===== config.mk =====
export PLATFORM = sky130hd
export DESIGN_NAME = csr_bridge
export DESIGN_NICKNAME = d
export VERILOG_FILES = /design/src/common/soc_macros.svh /design/src/common/soc_pkg.sv /design/src/csr/csr_bridge.sv
export SDC_FILE = /design/constraint.sdc
export NUM_CORES = 1
export LEC_CHECK = 0
export BUFFER_PORTS_ARGS = -buffer_cell sky130_fd_sc_hd__buf_4
export CAP_MARGIN = 5
export CELL_PAD_IN_SITES_DETAIL_PLACEMENT = 1
export CELL_PAD_IN_SITES_GLOBAL_PLACEMENT = 2
export CORE_MARGIN = 2
export CORE_UTILIZATION = 26
export CTS_CLUSTER_SIZE = 20
export DETAILED_ROUTE_END_ITERATION = 8
export GPL_TIMING_DRIVEN = 0
export PLACE_DENSITY_LB_ADDON = 0.1
export SLEW_MARGIN = 20
export SYNTH_ARGS = -nofsm -noshare
export SYNTH_HDL_FRONTEND = slang
export SYNTH_SLANG_ARGS = --single-unit

===== constraint.sdc =====
create_clock -name sys_clk -period 3.1 [get_ports sys_clk]
set_input_delay 0.465 -clock sys_clk [delete_from_list [all_inputs] [get_ports sys_clk]]
set_output_delay 0.465 -clock sys_clk [all_outputs]
set_load 0.02 [all_outputs]

===== src/common/soc_macros.svh =====
`ifndef SOC_MACROS_SVH
`define SOC_MACROS_SVH

// Reset sequencing, in sys_clk cycles after the last trigger
`define SOC_RST_DEBOUNCE 256
// Flash leaves reset well before the system does
`define SOC_FLASH_RST_WAIT 128

// Value of the ID register
`define SOC_SYSTEM_ID 32'h13004D31

// Monitor RAM word address width
`define SOC_MONITOR_AW 8

// sysctl register indices
`define SOC_REG_GPIO_IN 10'd0
`define SOC_REG_GPIO_OUT 10'd1
`define SOC_REG_IRQ_EN 10'd2
`define SOC_REG_SYSID 10'd3
`define SOC_REG_RESET 10'd4
`define SOC_REG_BUSERR_EN 10'd5
`define SOC_REG_WLOCK 10'd6

// GPIO widths
`define SOC_GPIO_IN_W 7
`define SOC_GPIO_OUT_W 2

`endif


===== src/common/soc_pkg.sv =====
`default_nettype none

package soc_pkg;

	// --------------------------------------------------
	// Wishbone bus
	// --------------------------------------------------

	// Byte address as seen by the master
	typedef logic [31:0] wb_adr_t;

	// Read and write data
	typedef logic [31:0] wb_dat_t;

	// One select per byte lane
	typedef logic [3:0] wb_sel_t;

	// --------------------------------------------------
	// CSR bus
	// --------------------------------------------------

	// Word address, device in 13:10 and register in 9:0
	typedef logic [13:0] csr_adr_t;

	// Register data
	typedef logic [31:0] csr_dat_t;

	// --------------------------------------------------
	// Address decoder
	// --------------------------------------------------

	// Target of the current access
	typedef enum logic [1:0] {
		SLV_NONE    = 2'd0,
		SLV_MONITOR = 2'd1,
		SLV_CSR     = 2'd2
	} slave_e;

endpackage

`default_nettype wire


===== src/csr/csr_bridge.sv =====
`timescale 1ns/1ns
`default_nettype none

module csr_bridge import soc_pkg::*; (
	input  logic     sys_clk,
	input  logic     sys_rst_i,

	// Wishbone slave side
	input  wb_adr_t  wb_adr_i,
	input  wb_dat_t  wb_dat_i,
	input  logic     wb_we_i,
	input  logic     wb_stb_i,
	output wb_dat_t  wb_dat_o,
	output logic     wb_ack_o,

	// CSR master side
	output csr_adr_t csr_a_o,
	output logic     csr_we_o,
	output csr_dat_t csr_dw_o,
	input  csr_dat_t csr_dr_i
);

	typedef enum logic [1:0] {
		ST_IDLE,
		ST_WAIT,
		ST_ACK
	} state_e;

	state_e state;

	// Sequencer and strobes
	always_ff @(posedge sys_clk) begin
		if (sys_rst_i) begin
			state    <= ST_IDLE;
			csr_we_o <= 1'b0;
			wb_ack_o <= 1'b0;
		end else begin
			csr_we_o <= 1'b0;
			wb_ack_o <= 1'b0;
			unique case (state)
				ST_IDLE: begin
					// Skip the cycle where our ack is still out
					if (wb_stb_i && !wb_ack_o) begin
						csr_we_o <= wb_we_i;
						state    <= ST_WAIT;
					end
				end
				// Device registers its read data here
				ST_WAIT: state <= ST_ACK;
				ST_ACK: begin
					wb_ack_o <= 1'b1;
					state    <= ST_IDLE;
				end
				default: state <= ST_IDLE;
			endcase
		end
	end

	// Address and data payload
	always_ff @(posedge sys_clk) begin
		if (state == ST_IDLE) begin
			csr_a_o  <= wb_adr_i[15:2];
			csr_dw_o <= wb_dat_i;
		end
		if (state == ST_ACK) begin
			wb_dat_o <= csr_dr_i;
		end
	end

	// Single write strobe per access, only on a fresh request
	a_we_pulse: assert property (@(posedge sys_clk) disable iff (sys_rst_i)
		csr_we_o |-> !$past(wb_stb_i, 2))
		else $error("csr_we_o repeated within one access");

endmodule

`default_nettype wire


==> impl_metrics.env <==
export IMPL_status="finished clean"
export IMPL_synth_mux_area_fraction=0
export IMPL_area_delta_synth_final_pct=64.8
export IMPL_grt_first_pass_wirelength_um=8890
export IMPL_startpoint_type="flop"
export IMPL_timing_final_crit_period_ps=1660
export IMPL_yosysTopAreaCell="edfxtp_1"
export IMPL_cts_tree="built"
export IMPL_cp_num_buf_inv=0
export IMPL_nFillCells=936
export IMPL_htree_levels=3
export IMPL_synth_adder_area_share=0
export IMPL_synth_most_common_cell="edfxtp_1"
export IMPL_synth_area_top_cells="edfxtp_1 (94%), dfxtp_1 (3.2%), nand2b_4 (0.55%)"
export IMPL_seq_area_mm2=0.00242
export IMPL_synth_edff_count=78
export IMPL_grt_usage=0.120
export IMPL_io_buffers=161
export IMPL_clk_latency_ps=350
export IMPL_syn_area_mm2=0.00249
export IMPL_grt_overflow=0
export IMPL_io_pins=180
export IMPL_wire_per_inst_um=15.9
export IMPL_crit_fanout=33
export IMPL_grt_pass1_vias=1597
export IMPL_p_leak_nw=1.70
export IMPL_setup_ws_ps=1440
export IMPL_final_util=0.444
export IMPL_syn_avg_cell_area_um2=27.6
export IMPL_clock_sinks=82
export IMPL_antenna_found_initial=0
export IMPL_die_width_um=102
export IMPL_first_pass_iters=3
export IMPL_crit_path_end_kind="flop"
export IMPL_slew_viol_final=0
export IMPL_vias=1553
export IMPL_hold_path_class="input port to flop"
export IMPL_synth_top_flop_cell="edfxtp_1"
export IMPL_n_antenna_cell=0
export IMPL_postCtsSetupRepairBufs=0
export IMPL_start_util=0.269
export IMPL_drive_above_1_share=0.669
export IMPL_critPathArrivalTime_ps=1630
export IMPL_via_per_inst=3.90
export IMPL_cts_hold_buf=0
export IMPL_synth_top_area_frac=0.942
export IMPL_grt_max_degree=34
export IMPL_gp_congestion=0.707
export IMPL_fin_tns_setup_ps=0
export IMPL_synthTopCellsByCount="edfxtp_1 (78), dfxtp_1 (4), nor4_1 (2)"
export IMPL_ctsResizeCount=0
export IMPL_finalSetupViolCount=0
export IMPL_nets=364
export IMPL_rows=35
export IMPL_synth_fp_nets=190
export IMPL_required_ps=3070
export IMPL_cp_cell_sequence="nor2b_4"
export IMPL_drtIter0Drc=29
export IMPL_hold_ws_ps=283
export IMPL_coreArea_mm2=0.00924
export IMPL_ant_nets=0
export IMPL_yosysWarnings=0
export IMPL_maxCapViolCount=0
export IMPL_design_die_area_mm2=0.0104
export IMPL_synth_xor_area_share=0
export IMPL_critPathMaxStageDelay_ps=830
export IMPL_totalWireLength_um=6330
export IMPL_dp_slack_ps=1430
export IMPL_finalHoldViolations=0
export IMPL_fin_crit_sh=0.534
export IMPL_synth_simple_area_share=0.0262
export IMPL_synth_compound_area_frac=0
export IMPL_hpwl_um=4630
export IMPL_slew_headroom=0.357
export IMPL_synth_seq_area_share=0.974
export IMPL_tightest_slew_ps=962
export IMPL_synth_top_family_by_area="simple AND/OR/NAND/NOR gates"
export IMPL_die_h_um=102
export IMPL_drc=0
export IMPL_grt_setup_unrepaired="no"
export IMPL_async_reset_ff_frac=0
export IMPL_ir_drop_mv=0.205
export IMPL_cts_root_buffer="clkbuf_8"
export IMPL_finClkSkew_ps=11.7
export IMPL_crit_slowest_cell="nor2b_4"
export IMPL_p_per_area_mw_per_mm2=577
export IMPL_critPathKind="flop to flop"
export IMPL_synth_cell_types=9
export IMPL_cts_buffer_depth=2
export IMPL_syn_inst=90
export IMPL_multi_input_area_um2=72.6
export IMPL_crit_family="simple AND/OR/NAND/NOR gates"
export IMPL_clk_pin_slew_ps=90
export IMPL_numCtsBuffers=9
export IMPL_timing_fmax_mhz=604
export IMPL_synth_seq_cells=82
==> flip-flops by register name, summed over array words and instances, names as in the netlist <==
name / flops
wb_ack_o: 1
csr_we_o: 1
csr_dw_o: 32
csr_a_o: 14
wb_dat_o: 32
state: 2
==> path summary, 6_finish.rpt <==
path	startpoint	to	slack, ps	cells after the start
max	state[1]	wb_dat_o[7]	1440	1
min	csr_dr_i[19]	wb_dat_o[19]	280	1
max reg2reg	state[1]	wb_dat_o[7]	1440	1
min reg2reg	wb_ack_o	state[0]	520	2
==> per-stage QoR <==
stage               power, mW  std cells  area (um2)
floorplan                1.45         90        2490
global placement         1.62        380        3860
detailed placement       1.64        382        3910
CTS                      2.40        398        4100
global route             2.46        398        4100
finish                   2.37        398        4100
==> logic make-up (layout without fill, tap and decap cells) <==
| kind of cell | after synthesis | in the layout |
|---|---|---|
| DFF | 82 | 82 |
| buffers and inverters | 0 | 179 |
| and+or+nand+nor | 8 | 8 |
==> layer usage <==
metal  routed length (um)  vias up  global-route usage
met5                    0        -                   0
met2                 3380       80               0.200
met4                  170        0              0.0697
met3                  492       11              0.0431
li1                     -      705                   -
met1                 2290      757               0.132
==> power breakdown <==
part / internal (mW) / total (mW) / switching, mW
Sequential: 1.29 / 1.31 / 0.0204
Combinational: 0.151 / 0.300 / 0.149
Clock: 0.370 / 0.754 / 0.383
Total: 1.81 / 2.37 / 0.552
==> cells in the final DEF (no fill, tap or decap), types with 2 or more instances in the layout <==
cell	Yosys	final
clkbuf_8	0	9
nor4_1	2	2
buf_4	0	161
edfxtp_1	78	78
clkinv_2	0	2
clkinvlp_4	0	2
dfxtp_1	4	4
clkbuf_1	0	2
==> layout make-up <==
cell class                 instances  share of cell area
sequential                        82               0.591
timing repair buffer             163               0.306
tap                              129              0.0394
clock buffer                      11              0.0321
multi-input combinational          8              0.0177
clock inverter                     5              0.0134
No activity file was read; power rests on OpenSTA's default activity.
