### src/common/soc_macros.svh
`ifndef SOC_MACROS_SVH
`define SOC_MACROS_SVH

// Reset sequencing, in sys_clk cycles after the last trigger
`define SOC_RST_DEBOUNCE 256
// Flash leaves reset well before the system does
`define SOC_FLASH_RST_WAIT 128

// Value of the ID register
`define SOC_SYSTEM_ID 32'h13004D31

// Monitor RAM word address width
`define SOC_MONITOR_AW 8

// sysctl register indices
`define SOC_REG_GPIO_IN 10'd0
`define SOC_REG_GPIO_OUT 10'd1
`define SOC_REG_IRQ_EN 10'd2
`define SOC_REG_SYSID 10'd3
`define SOC_REG_RESET 10'd4
`define SOC_REG_BUSERR_EN 10'd5
`define SOC_REG_WLOCK 10'd6

// GPIO widths
`define SOC_GPIO_IN_W 7
`define SOC_GPIO_OUT_W 2

`endif

### src/hw/reset_gen.sv
`timescale 1ns/1ns
`default_nettype none

`include "soc_macros.svh"

module reset_gen (
	input  logic sys_clk,
	input  logic trigger_reset,
	input  logic hard_reset_i,
	output logic sys_rst_o,
	output logic flash_rst_n_o
);

	localparam int DEB_W = $clog2(`SOC_RST_DEBOUNCE + 1);
	localparam int FL_W  = $clog2(`SOC_FLASH_RST_WAIT + 1);

	logic             trig_q;
	logic [DEB_W-1:0] debounce_cnt;
	logic [FL_W-1:0]  flash_cnt;

	// External trigger or software soft reset
	always_ff @(posedge sys_clk) begin
		trig_q <= trigger_reset | hard_reset_i;
	end

	// Debounce counter reloads on every trigger
	always_ff @(posedge sys_clk) begin
		if (trig_q) begin
			debounce_cnt <= DEB_W'(`SOC_RST_DEBOUNCE);
		end else if (debounce_cnt != '0) begin
			debounce_cnt <= debounce_cnt - DEB_W'(1);
		end
		sys_rst_o <= trig_q | (debounce_cnt != '0);
	end

	// Flash release counter, saturates at its limit
	always_ff @(posedge sys_clk) begin
		if (trig_q) begin
			flash_cnt <= '0;
		end else if (flash_cnt != FL_W'(`SOC_FLASH_RST_WAIT)) begin
			flash_cnt <= flash_cnt + FL_W'(1);
		end
	end

	assign flash_rst_n_o = (flash_cnt == FL_W'(`SOC_FLASH_RST_WAIT));

	// Flash must be out of reset before the system starts
	a_flash_first: assert property (@(posedge sys_clk) $fell(sys_rst_o) |-> flash_rst_n_o)
		else $error("flash_rst_n_o low when sys_rst_o fell");

endmodule

`default_nettype wire

### config.mk
export PLATFORM = sky130hd
export DESIGN_NAME = reset_gen
export DESIGN_NICKNAME = d
export VERILOG_FILES = /design/src/hw/reset_gen.sv
export VERILOG_INCLUDE_DIRS = /design/src /design/src/common
export SDC_FILE = /design/constraint.sdc
export NUM_CORES = 1
export LEC_CHECK = 0
export BUFFER_PORTS_ARGS = -buffer_cell sky130_fd_sc_hd__buf_4
export CAP_MARGIN = 20
export CORE_UTILIZATION = 29
export DETAILED_ROUTE_END_ITERATION = 10
export HOLD_SLACK_MARGIN = 0.12
export SLEW_MARGIN = 20
export SYNTH_ARGS = -nofsm -noshare
export SYNTH_HDL_FRONTEND = slang
export SYNTH_SLANG_ARGS = --single-unit
### constraint.sdc
create_clock -name sys_clk -period 1.5 [get_ports sys_clk]
set_input_delay 0.225 -clock sys_clk [delete_from_list [all_inputs] [get_ports sys_clk]]
set_output_delay 0.225 -clock sys_clk [all_outputs]
set_load 0.03 [all_outputs]
==> summary.txt, run 1 <==
Final layout
  • Fillers: around 270
  • ANT cells: 0
  • Fin nets: 115
  • Layout cells sized above 1: 0.444
  • Area delta synth->final: 37.1%
  • Post-layout util: 0.418
  • Final std cell area, no fill: 1150 µm²

Worst setup path
  • Startpoint types: flop
  • Endpoint class of the critical path: output pin
  • Slowest stage delay, CP: 0.34 ns
  • WP buf/inv: 2
  • CP required: 1.27 ns
  • CP Max Fanout: 2
  • Crit path DAT: 1.35 ns
  • Crit-path cells: inv_2, ha_4, nor4b_4, and3_4, buf_6
  • Critical path class: reg -> out
  • Crit path max-delay family: simple AND/OR/NAND/NOR gates
  • CP max stage cell: dfxtp_2

Power
  • Pwr dens: 933 nW/µm²
  • Lkg Pwr: 0.464 nW
  • Final Power: 1.07 mW
  • Worst vdd ir: 513 µV

Detailed routing
  • DR iter-0 viols: 5
  • Vias: between 600 and 700
  • WL final: 1570 µm
  • Antenna-violating nets left: 0
  • DR DRC count: 0
  • DR vias/cell: 4.79
  • Drt pass-1 iters: 5
  • Drt wl/cell: 11.3 µm

Timing
  • Final worst path period share: 1.05
  • Pins over their slew limit: 0
  • Endpoints failing setup: 2
  • Minimum clock period: between 1.5 and 2 ns
  • RSZ-0062 raised after global routing: true
  • Slew @ Worst Pin: approximately 0.36 ns
  • Fmax: 637 MHz
  • Final Hold Violating Endpoints: 0
  • Final worst slack: -0.0702 ns
  • Final Skew: 0.00826 ns
  • Setup tns final: -0.0713 ns
  • Max-slew headroom: 0.760

Die
  • Die W: 55.8 µm
  • Die area: between 3000 and 4000 µm²
  • Initial Util: 0.305
  • Die outline height: 55.8 µm
  • Core ar.: 2760 µm²
  • FP Rows: 19
  • Top Ports: 5

Clocking
  • CTS tree: done
  • Number of clock buffers inserted by TritonCTS: 3
  • Clock Tree Buf Depth: 2
  • CTS Root Cell: clkbuf_4
  • CTS Sinks: 19
  • Clock transition at the registers of the reported paths: ~0.11 ns
  • H-Tree Depth: 1
  • Skew-Pair Late Insertion Delay: approximately 0.3 ns

Place
  • Placer Congestion: between 0.7 and 0.8
  • Hpwl dp: ~1000 µm
  • IO buf count: 4
  • Area after DPL: 970 µm²
  • Post-Place Worst Slack: -0.0573 ns

Synth
  • Syn_nets: 95
  • Top-count cell post-synth: dfxtp_1
  • Post-synth top area share: 0.452
  • Mapped Cells: 89
  • Synth cell count leaders: 19 x dfxtp_1, 12 x nor2_1, 6 x xor2_1, 5 x nand3_1, 4 x inv_1
  • Post-synth top flop: dfxtp_1
  • Post-synthesis register bit count: 19
  • Synth async-reset ratio: 0
  • Synth area leaders: dfxtp_1 45%, xor2_1 6.2%, nor2_1 5.4%, ha_1 4.5%, xnor2_1 3.1%
  • Post-synth EDFFs: 0
  • Yosys warnings: 0
  • Post-synthesis cell area: around 840 µm²
  • Synth unique cells: 33
  • Syn_area_per_cell: 9.45 µm²
  • Sequential share of the synthesized area: 0.452
  • Leading area contributor after synthesis: dfxtp_1

Global route
  • Largest net degree at the start of global routing: 19
  • Initial antenna violation count: 0
  • Global-route congestion overflow total: 0
  • First-pass GRT wire length: 2790 µm
  • GRT Util Overall: 0.110
  • Vias in the first global route: between 700 and 800

Status
  • Status: complete, but fails checks
  • Violated checks: negative setup slack

Worst hold path
  • Worst hold-check path type: reg -> reg

Job
  • Max_cap viols: 0
## worst reg2reg max path, cell delays in order (launching register included)
cell     delay, ns
dfxtp_2       0.35
or4_4         0.58
o21ai_4       0.18
buf_4         0.14
o41ai_1       0.06
a21oi_2       0.14
## where the power goes
part	internal (mW)	switching, mW	leakage, nW	total, mW
sequential	0.535	0.0374	0.158	0.572
clock	0.0992	0.159	0.0177	0.259
combinational	0.141	0.103	0.289	0.244
total	0.775	0.300	0.464	1.07
## final timing paths
kind	from	to	slack (ns)	cells after the start
setup / recovery	flash_cnt[0]	flash_rst_n_o	-0.07	5
hold / removal	trig_q	debounce_cnt[5]	0.53	2
setup reg to reg	debounce_cnt[4]	debounce_cnt[7]	0	5
hold reg to reg	trig_q	debounce_cnt[5]	0.53	2
## sequential cells by signal, summed over array words and instances, names as in the netlist
signal	count
sys_rst_o	1
debounce_cnt	9
trig_q	1
flash_cnt	8
## stage by stage
stage / hold slack [ns] / cells
final: 0.527 / 139
after global routing: 0.559 / 139
after CTS: 0.521 / 139
after detailed placement: 0.418 / 130
after floorplan: 0.329 / 89
after global placement: 0.417 / 130
## area by class of cell
type | instances | area (µm²) | share of cell area
Clock buffer | 3 | 22.5 | 0.0195
Tap cell | 31 | 38.8 | 0.0337
Clock inverter | 1 | 5.00 | 0.00434
Timing Repair Buffer | 18 | 144 | 0.125
Sequential cell | 19 | 392 | 0.340
Multi-Input combinational cell | 63 | 536 | 0.465
Inverter | 4 | 15.0 | 0.0130
## timing repair
action / CTS / global route
endpoints found under the hold margin: 1 / 1
hold buffers: 2 / 1
cloned: 0 / 0
resized for setup: 21 / 10
pin swaps: 6 / 4
endpoints found under the setup margin: 4 / 9
setup buffers: 3 / 0
## metal layers
metal | wire, µm | track usage
met2 | 842 | 0.201
met4 | 7 | 0.0488
met5 | 0 | 0
met1 | 690 | 0.122
met3 | 34 | 0.0233
## layout by cell type, fill, tap and decap left out, drive strengths merged, types with 3 or more instances in the layout
master / n
and3: 3
nand3: 5
dfxtp: 19
o21ai: 3
xor2: 6
nor2: 12
clkbuf: 3
ha: 3
inv: 4
buf: 16
nor3: 3
xnor2: 3
## cell families after synthesis
group,share of synthesized area
buffers and inverters,0.0327
XOR/XNOR,0.0938
multiplexers,0.0387
flip-flops,0.452
adder cells (fa/ha/maj),0.0446
AO/OA/AOI/OAI,0.0893
AND/OR/NAND/NOR,0.249
Note: power is estimated with default switching activity, not from simulation.
==> run 2, diff against run 1 <==
--- a/config.mk
+++ b/config.mk
@@ -8,6 +8,7 @@
 export LEC_CHECK = 0
 export BUFFER_PORTS_ARGS = -buffer_cell sky130_fd_sc_hd__buf_4
 export CAP_MARGIN = 20
+export CORE_ASPECT_RATIO = 1.75
 export CORE_UTILIZATION = 29
 export DETAILED_ROUTE_END_ITERATION = 10
 export HOLD_SLACK_MARGIN = 0.12
==> summary.txt, run 2 (synthesis results as in run 1) <==
Status
  • Status: complete, but fails checks
  • Violated checks: negative setup slack

Power
  • Worst vdd ir: slightly above 400 µV
  • Lkg Pwr: 0.457 nW
  • Internal power: 0.863 mW
  • Combinational fraction of design power: 0.218
  • Pwr dens: 1020 nW/µm²
  • Clock group share of total power: 0.301
  • Net switching power: approximately 0.31 mW
  • Sequential power share: 0.481
  • Switch share: 0.265

Timing
  • Final Hold Violating Endpoints: 0
  • Final Skew: 0.00422 ns
  • Final worst slack: -0.0480 ns
  • Minimum clock period: 1.55 ns
  • Final worst path period share: 1.03
  • RSZ-0062 raised after global routing: true
  • Setup tns final: -0.0811 ns
  • Endpoints failing setup: 2
  • Fmax: roughly 650 MHz
  • Max-slew headroom: 0.731
  • Hold slack: between 0.1 and 0.15 ns
  • Slew @ Worst Pin: about 0.40 ns
  • Pins over their slew limit: 0

Final layout
  • Max reg flops: 9
  • Layout cells sized above 1: 0.426
  • Fin nets: 115
  • Most frequent cells in the layout: 17 x buf_4, 14 x dfxtp_1, 12 x nor2_1
  • Most common cell after layout, fill and taps aside: buf_4
  • ANT cells: 0
  • Area delta synth->final: 36.8%
  • Register name with the most flops: debounce_cnt
  • Largest regs: debounce_cnt x9, flash_cnt x8

Global route
  • M1 GR Usage: 0.124
  • Largest net degree at the start of global routing: 19
  • Initial antenna violation count: 0
  • Top Usage Layer GRT: met2
  • GRT Util Overall: 0.120
  • Met3 Resource Use GR: 0.0173
  • First-pass GRT wire length: 2790 µm
  • Global-route congestion overflow total: 0
  • M2 GR Usage: 0.217
  • Vias in the first global route: 659

Die
  • Die area: between 3000 and 4000 µm²
  • Die outline height: 73.2 µm
  • Initial Util: 0.309
  • Top Ports: 5
  • Core ar.: ~2700 µm²
  • FP Rows: 25
  • Die W: about 43 µm

Detailed routing
  • Vias: 688
  • DR DRC count: 0
  • WL final: 1780 µm
  • Antenna-violating nets left: 0
  • Drt pass-1 iters: 4
  • DR iter-0 viols: 6
  • DR vias/cell: 5.10
  • Drt wl/cell: 13.2 µm

Place
  • Placer Congestion: 0.688
  • Hpwl dp: 1130 µm
  • IO buf count: 4

Clocking
  • H-Tree Depth: 1
  • Clock transition at the registers of the reported paths: around 0.070 ns
  • Skew-Pair Late Insertion Delay: 0.26 ns
  • CTS tree: done
  • Clock Tree Buf Depth: 2
  • CTS Root Cell: clkbuf_8
  • CTS Sinks: 19
  • Number of clock buffers inserted by TritonCTS: 3
  • Hold-fix buffers, CTS: 0

Worst setup path
  • Crit path DAT: 1.32 ns
  • Endpoint class of the critical path: output pin
  • CP required: ~1.3 ns
  • Startpoint types: flop
  • R2R Setup Slk: -0.03 ns
  • Critical path class: reg -> out
  • CP Max Fanout: 2

Worst hold path
  • Worst hold-check path type: in -> reg

Job
  • Max_cap viols: 0
run 2: changes by cell type in the layout (fill, tap and decap cells not counted), sizes merged:
| cell | delta |
|---|---|
| dlygate4sd3 | -2 |
| buf | +2 |
| clkinv | -1 |
| clkbuf | +1 |
run 2: cell type report:
class	count	area (µm²)
fillers	267	1570
multi-input cells	63	526
flip-flops and latches	19	392
repair buffers	18	139
clock buffers	4	45.0
well taps	27	33.8
inverters	4	15.0
run 2: power groups by stage:
stage          combinational (mW)  clock (mW)  sequential (mW)
2_1_floorplan               0.129           0            0.570
3_3_place_gp                0.188           0            0.569
3_5_place_dp                0.194           0            0.570
4_1_cts                     0.214       0.365            0.561
5_1_grt                     0.277       0.392            0.570
6_report                    0.256       0.353            0.566
run 2: stage by stage:
| step | worst slack, ns | total power [mW] | instances | area [µm²] | util |
|---|---|---|---|---|---|
| 2_1_floorplan | 0.0172 | 0.700 | 89 | 846 | - |
| 3_3_place_gp | 0.00222 | 0.757 | 127 | 972 | 0.357 |
| 3_5_place_dp | -0.0684 | 0.765 | 127 | 972 | 0.357 |
| 4_1_cts | -0.0396 | 1.14 | 134 | 1090 | 0.400 |
| 5_1_grt | -0.0982 | 1.24 | 135 | 1150 | 0.423 |
| 6_report | -0.0480 | 1.18 | 135 | 1150 | 0.423 |
run 2: routing by layer:
metal,routed length (µm),up-vias
li1,-,347
met1,691,328
met2,1010,8
met3,34,5
met4,47,0
met5,0,-
run 2: repair_timing:
action,4_1_cts,5_1_grt
pin swaps,2,4
cloned,0,0
buffers inserted,3,1
setup endpoints to repair,4,7
resized for setup,14,13
run 2: path summary, 6_finish.rpt:
| kind | from | to | depth (start not counted) |
|---|---|---|---|
| setup reg to reg | debounce_cnt[1] | debounce_cnt[7] | 6 |
| setup / recovery | flash_cnt[0] | flash_rst_n_o | 5 |
| hold reg to reg | flash_cnt[7] | flash_cnt[7] | 2 |
| hold / removal | trigger_reset | trig_q | 2 |
run 2: worst max-delay path, cell delays in order (launching register included):
cell and delay [ns]:
dfxtp_2 0.32, inv_2 0.07, ha_4 0.13, nor4b_4 0.19, and3_4 0.23, buf_6 0.13
