==> src/common/soc_macros.svh <==
`ifndef SOC_MACROS_SVH
`define SOC_MACROS_SVH

// Reset sequencing, in sys_clk cycles after the last trigger
`define SOC_RST_DEBOUNCE 256
// Flash leaves reset well before the system does
`define SOC_FLASH_RST_WAIT 128

// Value of the ID register
`define SOC_SYSTEM_ID 32'h13004D31

// Monitor RAM word address width
`define SOC_MONITOR_AW 8

// sysctl register indices
`define SOC_REG_GPIO_IN 10'd0
`define SOC_REG_GPIO_OUT 10'd1
`define SOC_REG_IRQ_EN 10'd2
`define SOC_REG_SYSID 10'd3
`define SOC_REG_RESET 10'd4
`define SOC_REG_BUSERR_EN 10'd5
`define SOC_REG_WLOCK 10'd6

// GPIO widths
`define SOC_GPIO_IN_W 7
`define SOC_GPIO_OUT_W 2

`endif

==> src/common/soc_pkg.sv <==
`default_nettype none

package soc_pkg;

	// --------------------------------------------------
	// Wishbone bus
	// --------------------------------------------------

	// Byte address as seen by the master
	typedef logic [31:0] wb_adr_t;

	// Read and write data
	typedef logic [31:0] wb_dat_t;

	// One select per byte lane
	typedef logic [3:0] wb_sel_t;

	// --------------------------------------------------
	// CSR bus
	// --------------------------------------------------

	// Word address, device in 13:10 and register in 9:0
	typedef logic [13:0] csr_adr_t;

	// Register data
	typedef logic [31:0] csr_dat_t;

	// --------------------------------------------------
	// Address decoder
	// --------------------------------------------------

	// Target of the current access
	typedef enum logic [1:0] {
		SLV_NONE    = 2'd0,
		SLV_MONITOR = 2'd1,
		SLV_CSR     = 2'd2
	} slave_e;

endpackage

`default_nettype wire

==> src/hw/wb_decoder.sv <==
`timescale 1ns/1ns
`default_nettype none

module wb_decoder import soc_pkg::*; (
	input  logic    sys_clk,
	input  logic    sys_rst_i,

	// From the master
	input  wb_adr_t wb_adr_i,
	input  logic    wb_cyc_i,
	input  logic    wb_stb_i,
	output wb_dat_t wb_dat_o,
	output logic    wb_ack_o,
	output logic    wb_err_o,

	// Monitor RAM
	output logic    mon_stb_o,
	input  wb_dat_t mon_dat_i,
	input  logic    mon_ack_i,

	// CSR bridge
	output logic    csr_stb_o,
	input  wb_dat_t csr_dat_i,
	input  logic    csr_ack_i,

	input  logic    buserr_en_i
);

	slave_e slave;
	logic   req;
	logic   null_ack_q;

	// --------------------------------------------------
	// Address decode
	// --------------------------------------------------

	// Bit 31 ignored so every region has a shadow
	always_comb begin
		if (wb_adr_i[30:28] == 3'b001) begin
			slave = SLV_MONITOR;
		end else if (wb_adr_i[30:29] == 2'b11) begin
			slave = SLV_CSR;
		end else begin
			slave = SLV_NONE;
		end
	end

	assign req       = wb_cyc_i & wb_stb_i;
	assign mon_stb_o = req & (slave == SLV_MONITOR);
	assign csr_stb_o = req & (slave == SLV_CSR);

	// --------------------------------------------------
	// Unmapped responder
	// --------------------------------------------------

	// One cycle ack, held off while the previous ack is out
	always_ff @(posedge sys_clk) begin
		if (sys_rst_i) begin
			null_ack_q <= 1'b0;
		end else begin
			null_ack_q <= req & (slave == SLV_NONE) & ~null_ack_q;
		end
	end

	// Err rides on the null ack
	assign wb_err_o = null_ack_q & buserr_en_i;

	// Return path
	always_comb begin
		unique case (slave)
			SLV_MONITOR: begin
				wb_ack_o = mon_ack_i;
				wb_dat_o = mon_dat_i;
			end
			SLV_CSR: begin
				wb_ack_o = csr_ack_i;
				wb_dat_o = csr_dat_i;
			end
			default: begin
				wb_ack_o = null_ack_q;
				wb_dat_o = '0;
			end
		endcase
	end

	// No response outside a bus cycle
	a_resp_in_cyc: assert property (@(posedge sys_clk) disable iff (sys_rst_i)
		(wb_ack_o | wb_err_o) |-> wb_cyc_i)
		else $error("ack or err without cyc");

endmodule

`default_nettype wire

==> config.mk <==
export PLATFORM = sky130hd
export DESIGN_NAME = wb_decoder
export DESIGN_NICKNAME = d
export VERILOG_FILES = /design/src/common/soc_macros.svh /design/src/common/soc_pkg.sv /design/src/hw/wb_decoder.sv
export SDC_FILE = /design/constraint.sdc
export NUM_CORES = 1
export LEC_CHECK = 0
export BUFFER_PORTS_ARGS = -buffer_cell sky130_fd_sc_hd__buf_2
export CAP_MARGIN = 20
export CORE_ASPECT_RATIO = 1.25
export CORE_MARGIN = 2
export CORE_UTILIZATION = 17
export CTS_BUF_LIST = sky130_fd_sc_hd__clkbuf_4 sky130_fd_sc_hd__clkbuf_8 sky130_fd_sc_hd__clkbuf_16
export DETAILED_ROUTE_END_ITERATION = 7
export PLACE_DENSITY = 0.81
export REMOVE_ABC_BUFFERS = 1
export SLEW_MARGIN = 20
export SYNTH_ARGS = -nofsm -noshare
export SYNTH_HDL_FRONTEND = slang
export SYNTH_SLANG_ARGS = --single-unit
==> constraint.sdc <==
create_clock -name sys_clk -period 0.95 [get_ports sys_clk]
set_input_delay 0 -clock sys_clk [delete_from_list [all_inputs] [get_ports sys_clk]]
set_output_delay 0 -clock sys_clk [all_outputs]
set_load 0.1 [all_outputs]
==> flow_summary.ini, run 1 <==
[run_status]
status = finished, violations left
violations = negative setup slack

[timing]
rsz0062_at_grt = true
setup_ws_ns = -0.05733
fin_worst_skew_ns = 0
setup_viol = 25
period_needed_ns = 1.007
max_freq_mhz = 992.7
min_period_over_period = 1.060
hold_violations = 0
slew_violations = 0
worstMarginPinSlew_ns = 0.2702
fin_setup_tns_ns = -0.8537
maxSlewHeadroom = 0.8194

[critical_path]
required_ns = 0.95
cp.arrival_ns = 1.01
r2r_setup_slack_ns = -0.01
cp-endpoint = wb_dat_o[29]
cp-end-kind = output port
crit_start = wb_adr_i[30]
crit_fanout = 12
rr_worst_depth = 2
start_kind = input pin
path_class = input pin to output port
regToRegEndpoint = null_ack_q
r2r_start = null_ack_q

[layout]
n_antenna_cell = 0
fin_nets = 269
final_common_cell = buf_2
largest_register_ffs = 1
reg.largest.list = null_ack_q x1
area_delta_synth_final_pct = 300.8
final_cell_mix = buf_2, buf_12, a22o_4, a22o_2, a22o_1
final_layout_size_suffix_gt1_frac = 0.9268
final_util = 0.7148
top_register = null_ack_q

[die]
die_h_um = 63.28
rows = 21
io_pins = 139
initial_core_util = 0.1783
dieArea_mm2 = 0.003254
design.core.area_mm2 = 0.002680
fp.dieW_um = 51.43

[pwr]
switchingPower_mw = 0.9081
ir_worst_vdd_uv = 529.9
power.internal_mw = 0.6734
leakage_nw = 0.9547
swShare = 0.5742
p_per_area_mw_per_mm2 = 825.6
power_frac_seq = 0.029
p_clk_frac = 0
power_frac_comb = 0.971

[detailed_routing]
first_pass_iters = 3
routedWlPerCell_um = 17.56
drtIter0Drc = 8
drc = 0
ant_nets = 0
vias = 964
via_per_inst = 4.869
wl_um = 3476

[placed_design]
post-dp-hpwl_um = 2542
io_buffers = 109
routabilityCongestion = 0.7320
pre_cts_ws_ns = -0.09582

[global_route]
overflow = 0
grt_pass1_wl_um = 4671
grt_pass1_vias = 989
grtUsageTotal = 0.1868
grt_max_degree = 23
antenna_found_initial = 0

[synth]
synth_top_area_frac = 0.3665
synth_area_um2 = 478.0
avgSynthCellArea_um2 = 9.372
synthCells = 51
synth_area_leaders = a22o_1, a22o_2, buf_6
yosys_register_bits = 1
synth.distinct_cells = 14
yosysWarnings = 0
yosysTopAreaCell = a22o_1
seq_area_frac_synth = 0.04188

[worst_hold_path]
hold_path.class = input pin to register
min-delay-start = sys_rst_i

[clock_tree]
ctsHoldBuffers = 0
clkSlewWorstSetupHoldPaths_ns = 0
clk_latency_ns = 0

[flow_run]
drv_cap = 0
how the worst min path moves through the flow:
| stage | slack [ns] | endpoint | depth (start not counted) |
|---|---|---|---|
| after global placement | 0.27 | null_ack_q | 3 |
| final | 0.29 | null_ack_q | 3 |
| after CTS | 0.27 | null_ack_q | 3 |
| after floorplan | 0.16 | null_ack_q | 2 |
| after global routing | 0.32 | null_ack_q | 3 |
| after detailed placement | 0.27 | null_ack_q | 3 |
repair_timing:
action,in CTS,in global routing
resized for setup,21,12
pin swaps,14,12
gates cloned,2,1
setup buffers,4,0
endpoints found under the setup margin,35,36
power by group through the flow:
stage               clock [mW]  combinational [mW]  sequential, mW
global route                 0                1.58          0.0454
floorplan                    0               0.778          0.0450
CTS                          0                1.48          0.0452
detailed placement           0                1.40          0.0452
global placement             0                1.39          0.0451
finish                       0                1.54          0.0452
per-layer routing:
metal / up-vias / global-route usage / routed length [um]
met5: - / 0 / 0
met4: 0 / 0 / 26
met3: 2 / 0.04739 / 418
met2: 83 / 0.4167 / 2074
met1: 429 / 0.1614 / 957
li1: 450 / - / -
logic make-up (layout without fill, tap and decap cells):
| logic type | Yosys count | after routing | share of synthesized area |
|---|---|---|---|
| flops | 1 | 1 | 0.04189 |
| buf+inv | 8 | 121 | 0.1597 |
| compound gates | 33 | 33 | 0.6361 |
| simple gates | 9 | 9 | 0.1623 |
critical path, cell delays in order:
cell and delay [ns]:
buf_8 0.10, nor3b_4 0.23, buf_6 0.17, buf_8 0.14, a22o_2 0.18, buf_12 0.17
synthesized netlist by cell type:
| master | count |
|---|---|
| a22o_1 | 20 |
| a22o_2 | 12 |
| buf_6 | 6 |
| and3_1 | 2 |
| or4bb_1 | 2 |
| and2_1 | 1 |
| and2_2 | 1 |
| buf_2 | 1 |
| dfxtp_1 | 1 |
| inv_1 | 1 |
| nand3_1 | 1 |
| nor3_1 | 1 |
| nor3b_4 | 1 |
| o311ai_1 | 1 |
metrics by stage:
step,hold WS (ns),cell area [um^2],instances,power (mW)
3_5_place_dp,0.2672,1602,191,1.447
3_3_place_gp,0.2674,1602,191,1.432
2_1_floorplan,0.1638,405.4,44,0.8232
5_1_grt,0.3245,1916,198,1.625
6_report,0.2920,1916,198,1.581
4_1_cts,0.2672,1794,197,1.530
cell type report:
class	instances	area [um^2]
flip-flops and latches	1	20.02
inverters	1	3.754
fillers	178	764.5
well taps	34	42.54
repair buffers	120	1309
multi-input cells	42	540.5
Power figures use the tool's default switching activity.
==> run 2: changes to the inputs <==
- CORE_MARGIN: 2 -> 5
- CTS_CLUSTER_DIAMETER: default -> 120
- clock period: 0.95 -> 0.9 ns (I/O delays scaled with it)
==> flow_summary.ini, run 2 (synthesis gave the netlist of run 1 again) <==
[run_status]
status = finished, violations left
violations = negative setup slack

[detailed_routing]
wl_met2_um = 1989
via_per_inst = 4.889
first_pass_iters = 4
routedWlPerCell_um = 18.25
highest_layer = met4
wl_um = 3632
vias = 973
wl_met1_um = 1018
drtIter0Drc = 11
ant_nets = 0
dr_wl_met3_um = 600
drc = 0

[timing]
max_freq_mhz = 991.6
fin_setup_tns_ns = -2.044
period_needed_ns = 1.008
setup_ws_ns = -0.1085
min_period_over_period = 1.121
worstMarginPinSlew_ns = 0.2706
fin_worst_skew_ns = 0
hold_violations = 0
slew_violations = 0
rsz0062_at_grt = true
maxSlewHeadroom = 0.8191
setup_viol = 35

[critical_path]
rr_worst_depth = 2
start_kind = register
required_ns = 0.82
r2r_start = null_ack_q
path_class = register to register
cp-end-kind = register
cp.arrival_ns = 0.93
regToRegEndpoint = null_ack_q
r2r_setup_slack_ns = -0.11
crit_fanout = 3

[global_route]
overflow = 0
grt_max_degree = 18
antenna_found_initial = 0
grtUsageTotal = 0.1718
grt_pass1_wl_um = 5499
grt_pass1_vias = 1076

[layout]
final_common_cell = buf_2
final_cell_mix = buf_2, buf_12, a22o_1, a22o_4, buf_6
n_antenna_cell = 0
fin_nets = 270
regArea_um2 = 20.02
final_util = 0.6928
largest_register_ffs = 1
final_layout_size_suffix_gt1_frac = 0.8485
area_delta_synth_final_pct = 288.5
design_area_mm2 = 0.001857
stdcell_count = 199
n_fill_cell = 197
reg.largest.list = null_ack_q x1
top_register = null_ack_q
multi_input_area_um2 = 520.5

[pwr]
power.internal_mw = 0.6884
power_frac_seq = 0.029
p_per_area_mw_per_mm2 = 882.2
p_clk_frac = 0
ir_worst_vdd_uv = 496.0
power_frac_comb = 0.971
leakage_nw = 0.9364
total_power_mw = 1.638
switchingPower_mw = 0.9497
swShare = 0.5797

[worst_hold_path]
hold_path.class = input pin to register
min-delay-start = sys_rst_i
hold_path_depth = 3
whs_endpoint = null_ack_q

[placed_design]
io_buffers = 109
post-dp-hpwl_um = 2863
post-place-cells = 191
routabilityCongestion = 0.7735
place_area_mm2 = 0.001589

[die]
dieArea_mm2 = 0.003978
fp.dieW_um = 57.43
io_pins = 139
rows = 21
design.core.area_mm2 = 0.002680
die_h_um = 69.28
initial_core_util = 0.1783

[clock_tree]
clk_latency_ns = 0
clkSlewWorstSetupHoldPaths_ns = 0
ctsHoldBuffers = 0

[flow_run]
drv_cap = 0
[run 2: repair_timing]
action                                 4_1_cts  5_1_grt
endpoints found under the hold margin        0        0
setup endpoints to repair                   36       36
buffers inserted                             5        1
pin swaps                                   35        5
gates cloned                                 4        0
gates resized for setup                     33        5
[run 2: layout make-up]
cell class / count / share of cell area
Sequential cell: 1 / 0.01078
Inverter: 1 / 0.002022
Multi-Input combinational cell: 42 / 0.2803
Timing Repair Buffer: 121 / 0.6840
Tap cell: 34 / 0.02291
[run 2: worst max-delay path by stage]
stage | startpoint | slack (ns) | cells past startpoint | end
after floorplan | wb_adr_i[29] | -1.77 | 2 | wb_ack_o
after global placement | wb_adr_i[30] | -0.11 | 5 | wb_dat_o[13]
after detailed placement | null_ack_q | -0.15 | 3 | wb_ack_o
after CTS | null_ack_q | -0.12 | 2 | null_ack_q
after global routing | wb_adr_i[30] | -0.15 | 6 | wb_dat_o[31]
final | null_ack_q | -0.11 | 2 | null_ack_q
[run 2: critical path, stage by stage, from the launching register on]
cell and delay, ns:
dfxtp_1 0.29, or4bb_1 0.50, nor3_1 0.13
[run 2: power by group through the flow]
| stage | combinational [mW] | clock [mW] | sequential, mW |
|---|---|---|---|
| after global routing | 1.64 | 0 | 0.0482 |
| final | 1.59 | 0 | 0.0478 |
| after detailed placement | 1.48 | 0 | 0.0478 |
| after CTS | 1.59 | 0 | 0.0478 |
| after global placement | 1.46 | 0 | 0.0476 |
| after floorplan | 0.821 | 0 | 0.0475 |
[run 2: per-stage QoR]
stage               setup WS, ns  hold slack, ns
floorplan                 -1.774          0.1638
global placement         -0.1085          0.2510
detailed placement       -0.1523          0.2687
CTS                      -0.1163          0.2707
global route             -0.1512          0.2763
finish                   -0.1085          0.2703
[run 2: layer usage]
metal  up-vias  global-route usage
met1       429              0.1560
met3         2             0.07821
met2        91              0.3467
met5         -                   0
li1        451                   -
met4         0             0.01031
==> run 3: changes to the inputs <==
--- a/config.mk
+++ b/config.mk
@@ -11,3 +11,3 @@
 export CORE_MARGIN = 5
-export CORE_UTILIZATION = 17
+export CORE_UTILIZATION = 21
 export CTS_BUF_LIST = sky130_fd_sc_hd__clkbuf_4 sky130_fd_sc_hd__clkbuf_8 sky130_fd_sc_hd__clkbuf_16
@@ -15,3 +15,3 @@
 export DETAILED_ROUTE_END_ITERATION = 7
-export PLACE_DENSITY = 0.81
+export PLACE_DENSITY = 0.92
 export REMOVE_ABC_BUFFERS = 1
==> constraint.sdc (replaced) <==
create_clock -name sys_clk -period 1.2 [get_ports sys_clk]
set_input_delay 0 -clock sys_clk [delete_from_list [all_inputs] [get_ports sys_clk]]
set_output_delay 0 -clock sys_clk [all_outputs]
set_load 0.02 [all_outputs]
==> flow_summary.ini, run 3 (synthesis gave the netlist of run 1 again) <==
[layout]
area_delta_synth_final_pct = 110.2
stdcell_count = 186
final_cell_mix = buf_2, a22o_1, a22o_2
final_common_cell = buf_2
top_register = null_ack_q
reg.largest.list = null_ack_q x1
final_layout_size_suffix_gt1_frac = 0.8065
fin_nets = 260
n_antenna_cell = 0
largest_register_ffs = 1

[timing]
hold_violations = 0
fin_worst_skew_ns = 0
maxSlewHeadroom = 0.6030
period_needed_ns = 1.085
slew_violations = 0
worstMarginPinSlew_ns = 0.5955
setup_viol = 0
timing.hold.ws_ns = 0.2552
fin_setup_tns_ns = 0
rsz0062_at_grt = false
max_freq_mhz = 921.8
min_period_over_period = 0.9041

[placed_design]
routabilityCongestion = 0.6951
io_buffers = 109
post-dp-hpwl_um = 2399
post-place-cells = 186

[global_route]
overflow = 0
grt_use_met1 = 0.1473
grt_pass1_vias = 910
grtUsageMet2 = 0.3043
grtUsageTotal = 0.1513
grt_max_degree = 36
antenna_found_initial = 0
grt-busiest-layer = met2
grtUsageMet3 = 0.05660
grt_pass1_wl_um = 4105

[pwr]
leakage_nw = 0.6543
ir_worst_vdd_uv = 308.6
p_per_area_mw_per_mm2 = 426.2
total_power_mw = 0.4283

[critical_path]
path_class = input pin to output port
cpMostUsedCell = buf_2
crit_buf_inv = 2
required_ns = 1.20
cp_top_family = simple AND/OR/NAND/NOR gates
cp.arrival_ns = 1.08
start_kind = input pin
critical_path.max_stage_delay_ns = 0.55
crit_chain = buf_2 -> and2_2 -> a22o_2 -> buf_2
cp-end-kind = output port
slowest_stage = and2_2
crit_fanout = 35

[flow_run]
drv_cap = 0

[clock_tree]
postCtsSetupBuffers = 0
cts-resized-gates = 0
clkSlewWorstSetupHoldPaths_ns = 0
clk_latency_ns = 0
ctsHoldBuffers = 0

[detailed_routing]
drc = 0
wl_um = 2688
ant_nets = 0
vias = 884
drtIter0Drc = 10
first_pass_iters = 4
routedWlPerCell_um = 14.45
via_per_inst = 4.753

[die]
design.core.area_mm2 = 0.002187
dieArea_mm2 = 0.003336
rows = 19
fp.dieW_um = 52.67
initial_core_util = 0.2185
die_h_um = 63.34
io_pins = 139

[worst_hold_path]
hold_path.class = input pin to register

[run_status]
status = finished, final reports clean
[run 3: cell types whose count changed in the layout (fill, tap and decap cells not counted), moves of 2 or more]
cell	previous run	this run
buf_2	70	109
buf_12	38	0
a22o_4	15	0
a22o_2	0	12
buf_6	5	0
a22o_1	17	20
buf_8	3	0
buf_4	4	2
[run 3: layout make-up]
cell class	count	area [um^2]
fillers	225	1182
repair buffers	111	560.5
multi-input cells	42	381.6
well taps	31	38.79
flip-flops and latches	1	20.02
inverters	1	3.754
[run 3: tightest hold or removal path: stages]
cell and delay, ns:
buf_2 0.07, or4bb_1 0.09, nor3_1 0.04
[run 3: worst paths after layout]
path / from / end / slack, ns / cells past startpoint
min: sys_rst_i / null_ack_q / 0.26 / 3
max reg2reg: null_ack_q / null_ack_q / 0.21 / 2
max: wb_adr_i[29] / wb_dat_o[16] / 0.12 / 4
min reg2reg: null_ack_q / null_ack_q / 0.52 / 2
[run 3: per-stage QoR]
stage	cell area, um^2	setup WS [ns]	util
global placement	1005	0.1098	0.4594
detailed placement	1005	0.1003	0.4594
floorplan	405.4	0.07132	-
CTS	1005	0.09882	0.4594
global route	1005	0.001984	0.4594
finish	1005	0.1151	0.4594
[run 3: where the power goes]
group	total, mW	internal (mW)	leakage [nW]	switching (mW)
Clock	0	0	0	0
Combinational	0.392	0.191	0.646	0.201
Sequential	0.0359	0.0352	0.00815	0.000701
[run 3: metal layers]
metal,up-vias,share of wire,wire length [um]
li1,432,-,-
met1,373,0.32,866
met2,79,0.49,1306
met3,0,0.19,515
met4,0,0,0
met5,-,0,0
